**src/preload_defines.svh**
```systemverilog
`ifndef PRELOAD_DEFINES_SVH
`define PRELOAD_DEFINES_SVH

// L2 store geometry for the boot ROM image
// Eight 64-byte lines hold the 128-word ROM

// Number of cache lines in the store
`define PRELOAD_NUM_LINES 8

// 32-bit words per cache line
`define PRELOAD_LINE_WORDS 16

// Value read back from a word that was never loaded
// Encodes ADDI x30, x0, 0x666, so a stray fetch is easy to spot in a trace
`define PRELOAD_FILL_WORD 32'h66600f13

`endif

```
**src/preloadPkg.sv**
```systemverilog
`default_nettype none

`include "preload_defines.svh"

package preloadPkg;

    // Address split widths
    localparam int LINE_IDX_W = $clog2(`PRELOAD_NUM_LINES);
    localparam int WORD_OFS_W = $clog2(`PRELOAD_LINE_WORDS);
    // Byte offset bits inside one line
    localparam int LINE_OFS_W = WORD_OFS_W + 2;

    // One preload record, byte address plus instruction word
    // Address bit 0 set marks the stop sentinel
    typedef struct packed {
        logic [31:0] addr;
        logic [31:0] data;
    } tPreloadRec;

    // Full line write from the assembler into the L2 store
    typedef struct packed {
        logic [LINE_IDX_W-1:0]                lineIdx;
        logic [`PRELOAD_LINE_WORDS-1:0][31:0] data;
        logic [`PRELOAD_LINE_WORDS-1:0]       mask;
    } tLineWrite;

    // Instruction fetch request and response
    typedef struct packed {
        logic [31:0] addr;
    } tFetchReq;

    typedef struct packed {
        logic [31:0] data;
    } tFetchRsp;

    // Line assembler states
    typedef enum logic [2:0] {
        IDLE,
        COLLECT,
        FLUSH,
        FINAL_FLUSH,
        DONE
    } tAsmState;

    // Line index of a byte address, upper bits beyond the store dropped
    function automatic logic [LINE_IDX_W-1:0] addrLine(logic [31:0] addr);
        return addr[LINE_OFS_W +: LINE_IDX_W];
    endfunction

    // Word offset inside the line, bits 1:0 dropped
    function automatic logic [WORD_OFS_W-1:0] addrWord(logic [31:0] addr);
        return addr[2 +: WORD_OFS_W];
    endfunction

endpackage

`default_nettype wire

```
**src/lineAssembler.sv**
```systemverilog
`default_nettype none

`include "preload_defines.svh"

module lineAssembler (
    input  logic                   clk,
    input  logic                   rstN,
    input  logic                   recValid,
    output logic                   recReady,
    input  preloadPkg::tPreloadRec rec,
    output logic                   lineWrEn,
    output preloadPkg::tLineWrite  lineWr,
    output logic                   preloadDone
);
    import preloadPkg::*;

    tAsmState state;

    // Open line being gathered
    logic [LINE_IDX_W-1:0]                openIdx;
    logic [`PRELOAD_LINE_WORDS-1:0][31:0] lineBuf;
    logic [`PRELOAD_LINE_WORDS-1:0]       lineMask;

    // Low for the first cycle out of reset
    logic armed;

    // Decoded incoming record
    logic [LINE_IDX_W-1:0] recLine;
    logic [WORD_OFS_W-1:0] recWord;
    logic                  isSentinel;
    logic                  sameLine;
    logic                  recAccept;

    assign recLine    = addrLine(rec.addr);
    assign recWord    = addrWord(rec.addr);
    // Real word addresses are even
    assign isSentinel = rec.addr[0];
    assign sameLine   = (recLine == openIdx);

    // Ready rule
    // IDLE has no open line, so any record is taken
    // COLLECT stalls a record that would open another line
    always_comb begin
        case (state)
            IDLE:    recReady = armed;
            COLLECT: recReady = !(recValid && !isSentinel && !sameLine);
            default: recReady = 1'b0;
        endcase
    end

    assign recAccept = recValid && recReady;

    // Write out the open line in FLUSH and FINAL_FLUSH
    // Empty line after a bare sentinel is skipped
    assign lineWrEn = ((state == FLUSH) || (state == FINAL_FLUSH)) && (|lineMask);

    assign lineWr.lineIdx = openIdx;
    assign lineWr.data    = lineBuf;
    assign lineWr.mask    = lineMask;

    assign preloadDone = (state == DONE);

    // Control FSM
    always_ff @(posedge clk or negedge rstN) begin
        if (!rstN) begin
            state    <= IDLE;
            armed    <= 1'b0;
            openIdx  <= '0;
            lineMask <= '0;
        end else begin
            armed <= 1'b1;
            case (state)
                IDLE, COLLECT: begin
                    if (recAccept && isSentinel) begin
                        state <= FINAL_FLUSH;
                    end else if (recAccept) begin
                        // Opens the line in IDLE and keeps the same index in COLLECT
                        openIdx           <= recLine;
                        lineMask[recWord] <= 1'b1;
                        state             <= COLLECT;
                    end else if (recValid && (state == COLLECT)) begin
                        // Record for another line waits while the open one goes out
                        state <= FLUSH;
                    end
                end
                FLUSH: begin
                    // Stalled record is taken next cycle from IDLE
                    lineMask <= '0;
                    state    <= IDLE;
                end
                FINAL_FLUSH: begin
                    lineMask <= '0;
                    state    <= DONE;
                end
                default: begin
                    // DONE holds until reset
                    state <= DONE;
                end
            endcase
        end
    end

    // Word buffer where a repeated address overwrites in place
    always_ff @(posedge clk) begin
        if (recAccept && !isSentinel) begin
            lineBuf[recWord] <= rec.data;
        end
    end

    // A flush for a new record always has words to write
    // The mask gate only drops the empty line of a bare sentinel
    assert property (@(posedge clk) disable iff (!rstN)
        (state == FLUSH) |-> lineWrEn);

    // Once done, no record is taken and done never drops
    assert property (@(posedge clk) disable iff (!rstN)
        preloadDone |=> (preloadDone && !recReady));

endmodule

`default_nettype wire

```
**src/l2LineStore.sv**
```systemverilog
`default_nettype none

`include "preload_defines.svh"

module l2LineStore (
    input  logic                                clk,
    input  logic                                rstN,
    input  logic                                lineWrEn,
    input  preloadPkg::tLineWrite               lineWr,
    input  logic [preloadPkg::LINE_IDX_W-1:0]   rdLineIdx,
    input  logic [preloadPkg::WORD_OFS_W-1:0]   rdWordOfs,
    output logic [31:0]                         rdData
);

    // Line data, contents undefined until written
    logic [`PRELOAD_LINE_WORDS-1:0][31:0] lineData [`PRELOAD_NUM_LINES];

    // Per-word written flags, one vector per line
    logic [`PRELOAD_LINE_WORDS-1:0] wrMask [`PRELOAD_NUM_LINES];

    logic        rdHit;
    logic [31:0] rdWord;

    // Masked merge
    // Unmasked words keep what an earlier load left
    always_ff @(posedge clk) begin
        if (lineWrEn) begin
            for (int w = 0; w < `PRELOAD_LINE_WORDS; w++) begin
                if (lineWr.mask[w]) begin
                    lineData[lineWr.lineIdx][w] <= lineWr.data[w];
                end
            end
        end
    end

    // Written flags accumulate across loads of the same line
    always_ff @(posedge clk or negedge rstN) begin
        if (!rstN) begin
            for (int l = 0; l < `PRELOAD_NUM_LINES; l++) begin
                wrMask[l] <= '0;
            end
        end else if (lineWrEn) begin
            wrMask[lineWr.lineIdx] <= wrMask[lineWr.lineIdx] | lineWr.mask;
        end
    end

    // Combinational word read
    assign rdHit  = wrMask[rdLineIdx][rdWordOfs];
    assign rdWord = lineData[rdLineIdx][rdWordOfs];

    // Never-written words return the fill instruction
    assign rdData = rdHit ? rdWord : `PRELOAD_FILL_WORD;

    // Line index from the assembler must land inside the array
    assert property (@(posedge clk) disable iff (!rstN)
        lineWrEn |-> (!$isunknown(lineWr.lineIdx)
                      && (int'(lineWr.lineIdx) < `PRELOAD_NUM_LINES)));

endmodule

`default_nettype wire

```
**src/fetchReader.sv**
```systemverilog
`default_nettype none

module fetchReader (
    input  logic                                clk,
    input  logic                                rstN,
    input  logic                                preloadDone,
    input  logic                                fetchValid,
    output logic                                fetchReady,
    input  preloadPkg::tFetchReq                fetchReq,
    output logic                                rspValid,
    input  logic                                rspReady,
    output preloadPkg::tFetchRsp                rsp,
    output logic [preloadPkg::LINE_IDX_W-1:0]   rdLineIdx,
    output logic [preloadPkg::WORD_OFS_W-1:0]   rdWordOfs,
    input  logic [31:0]                         rdData
);
    import preloadPkg::*;

    logic fetchAccept;

    // Byte address to store coordinates
    // Bits 1:0 and anything above the store are dropped
    assign rdLineIdx = addrLine(fetchReq.addr);
    assign rdWordOfs = addrWord(fetchReq.addr);

    // Take a request only after preload, and only when the
    // response slot is free or drains this same cycle
    assign fetchReady  = preloadDone && (!rspValid || rspReady);
    assign fetchAccept = fetchValid && fetchReady;

    // Response valid flag
    always_ff @(posedge clk or negedge rstN) begin
        if (!rstN) begin
            rspValid <= 1'b0;
        end else if (fetchAccept) begin
            // Valid one cycle after acceptance
            rspValid <= 1'b1;
        end else if (rspReady) begin
            rspValid <= 1'b0;
        end
    end

    // Response payload
    // Loaded only on acceptance, so it holds under back-pressure
    always_ff @(posedge clk) begin
        if (fetchAccept) begin
            rsp.data <= rdData;
        end
    end

    // Stalled response keeps value and valid
    assert property (@(posedge clk) disable iff (!rstN)
        (rspValid && !rspReady) |=> (rspValid && $stable(rsp)));

    // No fetch slips in ahead of the assembler finishing
    // No response can be pending before preload is done
    assert property (@(posedge clk) disable iff (!rstN)
        !preloadDone |-> !rspValid);

endmodule

`default_nettype wire

```
**src/preloadTop.sv**
```systemverilog
`default_nettype none

module preloadTop (
    input  logic                   clk,
    input  logic                   rstN,
    // Preload record stream
    input  logic                   recValid,
    output logic                   recReady,
    input  preloadPkg::tPreloadRec rec,
    output logic                   preloadDone,
    // Instruction fetch port
    input  logic                   fetchValid,
    output logic                   fetchReady,
    input  preloadPkg::tFetchReq   fetchReq,
    output logic                   rspValid,
    input  logic                   rspReady,
    output preloadPkg::tFetchRsp   rsp
);
    import preloadPkg::*;

    // Assembler to store
    logic      lineWrEn;
    tLineWrite lineWr;

    // Reader to store
    logic [LINE_IDX_W-1:0] rdLineIdx;
    logic [WORD_OFS_W-1:0] rdWordOfs;
    logic [31:0]           rdData;

    // Packs records into lines
    lineAssembler iAsm (
        .clk         (clk),
        .rstN        (rstN),
        .recValid    (recValid),
        .recReady    (recReady),
        .rec         (rec),
        .lineWrEn    (lineWrEn),
        .lineWr      (lineWr),
        .preloadDone (preloadDone)
    );

    // L2 line array
    l2LineStore iStore (
        .clk       (clk),
        .rstN      (rstN),
        .lineWrEn  (lineWrEn),
        .lineWr    (lineWr),
        .rdLineIdx (rdLineIdx),
        .rdWordOfs (rdWordOfs),
        .rdData    (rdData)
    );

    // Word fetch, opened by preloadDone
    fetchReader iReader (
        .clk         (clk),
        .rstN        (rstN),
        .preloadDone (preloadDone),
        .fetchValid  (fetchValid),
        .fetchReady  (fetchReady),
        .fetchReq    (fetchReq),
        .rspValid    (rspValid),
        .rspReady    (rspReady),
        .rsp         (rsp),
        .rdLineIdx   (rdLineIdx),
        .rdWordOfs   (rdWordOfs),
        .rdData      (rdData)
    );

endmodule

`default_nettype wire

```
**config.mk**
```make
export PLATFORM = sky130hd
export DESIGN_NAME = preloadTop
export DESIGN_NICKNAME = d
export VERILOG_FILES = /design/src/preloadPkg.sv /design/src/lineAssembler.sv /design/src/l2LineStore.sv /design/src/fetchReader.sv /design/src/preloadTop.sv
export VERILOG_INCLUDE_DIRS = /design/src
export SDC_FILE = /design/constraint.sdc
export NUM_CORES = 2
export LEC_CHECK = 0
export BUFFER_PORTS_ARGS = -buffer_cell sky130_fd_sc_hd__buf_2
export CAP_MARGIN = 10
export CORE_ASPECT_RATIO = 1.1
export CORE_MARGIN = 4
export CORE_UTILIZATION = 30
export CTS_BUF_LIST = sky130_fd_sc_hd__clkbuf_8
export DETAILED_ROUTE_END_ITERATION = 16
export GPL_TIMING_DRIVEN = 0
export PLACE_DENSITY_LB_ADDON = 0.15
export SYNTH_ARGS = -nofsm -noshare
export SYNTH_HDL_FRONTEND = slang
export SYNTH_SLANG_ARGS = --single-unit
```
**constraint.sdc**
```tcl
create_clock -name clk -period 4.7 [get_ports clk]
set_input_delay 0.705 -clock clk [delete_from_list [all_inputs] [get_ports clk]]
set_output_delay 0.705 -clock clk [all_outputs]
set_load 0.02 [all_outputs]
```
### Word level (Yosys, flattened, before mapping)

Memory sizes are Yosys's and may differ from the RTL's.
Cells that the tools add are included.

* register bits: 696
* bits in latches: 0
* memory bits (writable): 4096
* bits in read-only memories: 0
* input port bits: 101
* output and inout port bits: 36
* logic and storage cells: 151
* memories kept: 1

Memories
* iStore.lineData: depth 8, width 512, read ports 1, clocked after Yosys merged registers in 0, write ports 1, line l2LineStore.sv:16 `` logic [`PRELOAD_LINE_WORDS-1:0][31:0] lineData [`PRELOAD_NUM_LINES]; ``

* add/subtract/negate cells: 0
* $mul: 0
* divide/modulo/power cells: 0
* magnitude comparators: 6
* equal/unequal tests: 8
* shift-type cells: 0
* multiplexer cells: 76
* bitwise logic cells: 5
* reductions and logical operators: 25

Operators by type and width (number)
* bitwise mux 512 bit: 1
* binary-select mux 32 bit (select 4 bit): 1
* bitwise mux 128 bit: 1
* demux 32 bit (select 4 bit): 1
* two-way mux 16 bit: 7
* binary-select mux 16 bit (select 3 bit): 2
* two-way mux 32 bit: 2
* two-way mux 1 bit: 52
* demux 16 bit (select 3 bit): 1
* OR 16 bit: 2
* case mux 16 bit (2 select lines): 1
* OR reduction 16 bit: 1
* logical AND 1 bit: 11
* less-than comparator 4 x 5 -> 1 bit, second input constant: 2
* two-way mux 3 bit: 3
* greater-or-equal comparator 4 bit, second input constant: 2
* inverter 3 -> 4 bit: 2
* equality test 3 x 2 -> 1 bit, second input constant: 2
* case mux 3 bit (2 select lines): 1
* AND reduction 3 bit: 2
* binary-select mux 1 bit (select 4 bit): 1
* demux 1 bit (select 4 bit): 1
* greater-or-equal comparator 4 x 1 -> 1 bit, second input constant: 1
* logical NOT 1 bit: 4
* 13 further kinds: 16

### Logic depth before layout (Yosys ltp)

* word-level depth: 9
* depth in mapped cells: 13
* mapped depth without buffers: 6

### Modules after synthesis

From an unflattened synthesis, not the netlist that was laid out.

* cells, all modules: 8175
* area, all modules: 180614.5 um^2

Modules (own cells, without submodules)
* l2LineStore: instances 1, cells an instance 7500, area an instance 163017.6 um^2, seq. area each 126201.0 um^2
* lineAssembler: instances 1, cells an instance 630, area an instance 16514.6 um^2, seq. area each 15950.3 um^2
* fetchReader: instances 1, cells an instance 45, area an instance 1082.3 um^2, seq. area each 985.9 um^2

### Least setup slack after synthesis

OpenSTA, ideal clock, no wires.

* path kind: flip-flop to flip-flop
* from: register iAsm.openIdx[1]
* to: register iAsm.lineBuf, in the netlist iAsm.lineWr[368] (enable)
* setup time: 0.423 ns
* data arrival time: 3.119 ns
* data required time: 4.277 ns
* path slack: 1.158 ns
* stages on the path, launching flop included: 8
* buffers on the path: 2
* period minus slack after synthesis: 3.542 ns
* path through: dfrtp_1 -> buf_2 -> buf_2 -> xnor2_1 -> nand3_1 -> a211oi_2 -> nand3_1 -> nor2_1

* longest elaborated chain between the ends: 7

Ends and longest elaborated chain
* start, declared: line lineAssembler.sv:20 `logic [LINE_IDX_W-1:0] openIdx;`
* start signal, assigned: line lineAssembler.sv:78 `openIdx <= recLine;`
* equality test 3 bit: line lineAssembler.sv:38 `assign sameLine = (recLine == openIdx);`
* logical NOT 1 bit: line lineAssembler.sv:46 `COLLECT: recReady = !(recValid && !isSentinel && !sameLine);`
* logical AND 1 bit: line lineAssembler.sv:46
* logical NOT 1 bit: line lineAssembler.sv:46
* case mux 1 bit (2 select lines): line lineAssembler.sv:44 `case (state)`
* logical AND 1 bit: line lineAssembler.sv:51 `assign recAccept = recValid && recReady;`
* logical AND 1 bit: line lineAssembler.sv:105 `if (recAccept && !isSentinel) begin`
* end signal, assigned by index: line lineAssembler.sv:106 `lineBuf[recWord] <= rec.data;`
* end, declared: line lineAssembler.sv:21 `` logic [`PRELOAD_LINE_WORDS-1:0][31:0] lineBuf; ``

No other way between the ends.
A chain may end at the register's enable or synchronous reset.

### Worst setup path after layout

* from: input port fetchReq[7] (netlist name)
* to: register iReader.rsp[7] (netlist name)

* longest elaborated chain between the ends: 6
* elaborated cells between the ends (all ways): 9
* classes of those cells: 7 x mux; 1 x bitwise; 1 x memory

Ends and longest elaborated chain
* start, declared: line preloadTop.sv:14 `input preloadPkg::tFetchReq fetchReq,`
* inverter 3 -> 4 bit (implied by the code): line l2LineStore.sv:48 `assign rdHit = wrMask[rdLineIdx][rdWordOfs];`
* binary-select mux 16 bit (select 3 bit): line l2LineStore.sv:48
* two-way mux 16 bit (implied by the code) (2 in a row): line l2LineStore.sv:48
* binary-select mux 1 bit (select 4 bit): line l2LineStore.sv:48
* two-way mux 1 bit (implied by the code): line l2LineStore.sv:48

Several ways; a longest one is shown, not always the timed one. The select of a mux whose other input is x is not followed.

==> reports/results.tsv <==
metric	value	unit
max-slew-margin-rel	0.0349	
grt.total_usage	0.224	
gr-max-usage-layer	met2	
cts_tree	done	
overflow	0	
synthTopCellsByArea	edfxtp_1, mux4_2, dfrtp_1, mux2i_1, a22oi_1	
status	complete, but fails checks	
r2r_slack	0.23	ns
antenna_found_initial	72	
syn_inst	8176	
power.total	89.4	mW
syn_nets	8277	
nNetsFinal	9408	
yosysWarnings	0	
critPathKind	in -> reg	
grtUsageMet1	0.283	
r2r_start	iAsm.openIdx[2]	
start_util	0.302	
cp_num_buf_inv	5	
post-cts-setup-buffers	0	
wl	706	mm
reg2reg_to	iStore.lineData[3][460]	
fin_setup_tns	-0.948	ns
grt_pass1_vias	97600	
first_iter_violations	12200	
cts_buffers	794	
worstPathCellList	buf_2 -> buf_4 -> buf_4 -> buf_2 -> buf_1 -> mux4_2 -> a221oi_1 -> o22ai_2 -> nor4_2 -> nor4_2	
async_flop_share	0.0317	
min_path_type	in -> reg	
numPortBuffers	85	
violations	setup timing	
fin_ws	-0.347	ns
core	600000	sq um
cts_sinks	4792	
dpl-instance-area	196000	sq um
grt_util_met2	0.366	
ys_seq_area_frac	0.792	
final_area	212000	sq um
viasPerCell	5.36	
netlist_area	181000	sq um
grt_max_degree	85	
synth_seq_cells	4792	
setup_viol	7	
cap_violations	0	
cp.depth	10	
cp_top_family	buffers and inverters	
layout-drive-gt1-share	0.272	
htreeDepth	6	
clock_path_buffers	4	
leakage	67.2	nW
setup.worst_path.start	fetchReq[7]	
period_share	1.07	
tightest_slew	1.45	ns
ios	137	
vdd.ir_drop.worst	0.298	mV
use_met3	0.0469	
crit_path_end_kind	flip-flop	
insertion_delay	1.37	ns
yosys.area.top_type	edfxtp_1	
synthFlopType	edfxtp_1	
dp.final_hpwl	478	mm
rows	298	
clockRootBuffer	clkbuf_8	
power_density	423	nW/um^2
drc	0	
vias	96100	
synth-edff-count	4640	
synth_top_cell_area_share	0.771	
final_cell_count_no_fill	17900	
max_stage_delay	0.95	ns
max_clock_freq	0.198	GHz
grt_setup_unrepaired	no	
syn_area_per_cell	22.1	sq um
die_x	748	um
arrival	6.07	ns
gp_congestion	0.866	
clk_pin_slew	0.06	ns
dpl.cell_count	16400	
n_fill_cell	55800	
critPathLaunchType	input port	
synth_cell_types	60	
skew	0.140	ns
final_hold_viol_count	0	
wl_per_cell	39.4	um
antenna_left	0	
drv_slew	0	
worstPathRequired	5.73	ns
die_h	822	um
endpoint	iReader.rsp[7]	
first_pass_iters	8	
cpMaxStageDelayCell	a221oi_1	
dieArea	615000	sq um
worstRegToRegCells	6	
area_growth	17.0	%
post-route-min-period	5.05	ns
cp_max_fo	10	
grt_pass1_wl	920	mm
[worst min path at each step]
stage | from | end | slack, ns | depth (start not counted)
finish | rec[6] | iAsm.lineWr[246] | 0.12 | 1
detailed placement | iStore.wrMask[4] | iStore.wrMask[4] | 0.49 | 2
floorplan | rstN | iAsm.armed | 0.41 | 0
global placement | iStore.wrMask[99] | iStore.wrMask[99] | 0.48 | 2
CTS | rec[6] | iAsm.lineWr[246] | 0.02 | 1
global route | rec[6] | iAsm.lineWr[246] | 0.01 | 1
[cell usage in the layout, fill, tap and decap left out, types with 16 or more instances in the layout]
cell type	n
and3_4	36
a22oi_1	298
o21ai_0	159
nor2_4	17
dlygate4sd3_1	45
nor2_1	86
mux2i_1	290
buf_2	145
dfrtp_1	152
inv_1	285
clkbuf_1	213
mux2_2	17
clkbuf_8	814
o211ai_1	20
buf_8	22
buf_6	55
buf_12	114
and2_2	24
nor4_2	36
clkinv_1	187
buf_1	20
bufinv_16	18
and3_2	28
diode_2	35
o22ai_1	31
buf_16	68
clkinv_2	72
a221oi_1	163
nand3_1	138
inv_12	18
clkbuf_2	34
buf_4	106
a41oi_1	33
edfxtp_1	4640
a22o_1	46
nand2_1	175
and2_4	41
a21oi_1	120
nor2b_1	16
mux4_2	948
[where the power goes]
part | internal [mW] | leakage (nW) | switching [mW]
registers | 46.9 | 43.8 | 0.410
clock network | 17.2 | 8.55 | 17.6
logic | 2.21 | 14.9 | 5.15
total | 66.3 | 67.2 | 23.1
[stage by stage]
step | worst slack [ns] | util | hold slack, ns
6_report | -0.347 | 0.353 | 0.124
5_1_grt | 0.0172 | 0.353 | 0.0144
4_1_cts | 0.0242 | 0.352 | 0.0166
3_5_place_dp | -2.82 | 0.327 | 0.491
3_3_place_gp | -3.65 | 0.319 | 0.476
2_1_floorplan | 1.16 | - | 0.409
[final cells by class]
| cell class | instances | area (sq um) | area share |
|---|---|---|---|
| Clock buffer | 814 | 11200 | 0.0530 |
| Sequential cell | 4792 | 143000 | 0.677 |
| Multi-Input combinational cell | 2892 | 35500 | 0.168 |
| Clock inverter | 621 | 3500 | 0.0166 |
| Inverter | 5 | 20.0 | 0.0000947 |
| Timing Repair Buffer | 335 | 5270 | 0.0249 |
| Buffer | 487 | 2860 | 0.0135 |
| Tap cell | 7950 | 9950 | 0.0470 |
| Antenna cell | 35 | 87.6 | 0.000414 |
[sequential cells by signal, indices dropped and copies added, names as in the netlist]
signal	cells
iAsm.armed	1
iAsm.lineMask	16
iAsm.lineWr	512
iAsm.openIdx	3
iAsm.state	3
iReader.rsp	32
iReader.rspValid	1
iStore.lineData	4096
iStore.wrMask	128
[synthesized netlist by cell type (all sizes together), types with 2 or more instances]
master   count
nor2       108
a21oi      120
nor2b       18
clkinv       3
o32a         2
and3        67
o22ai       44
nand2b      10
inv          2
a2111oi      3
a311oi       2
dfrtp      152
and2        74
nor3b        4
mux4       948
o221ai       6
a22oi      298
a31oi        6
a22o        46
o211ai      20
nor3        15
edfxtp    4640
or2          6
o21ai      172
nand3b       2
o21a        11
clkbuf     247
a221oi     170
nor4        42
nand4       15
a32oi        4
a221o        4
mux2        17
mux2i      290
nand2      175
a211oi      12
xnor2        3
nand3      138
a41oi       34
buf        240
[layer usage]
metal  vias up  wire length (um)
met1     52800            273000
met3      1261             54400
met2      4879            337000
met5         -                44
met4         6             41700
li1      37200                 -
[what timing repair did]
item / in CTS / in global routing
hold buffers: 46 / 0
hold endpoints to repair: 448 / 0
endpoints found under the setup margin: 31 / 11
resized for setup: 19 / 1
[cells by family after synthesis]
logic type / Yosys count / synth area share
DFF: 4792 / 0.792
muxes: 1255 / 0.135
AOI/OAI and AO/OA: 957 / 0.0376
and+or+nand+nor: 676 / 0.0196
buffers and inverters: 492 / 0.0156
xor gates and xnor gates: 3 / 0.000145
other: 1 / 0.0000207
(Power assumes the default switching activity.)
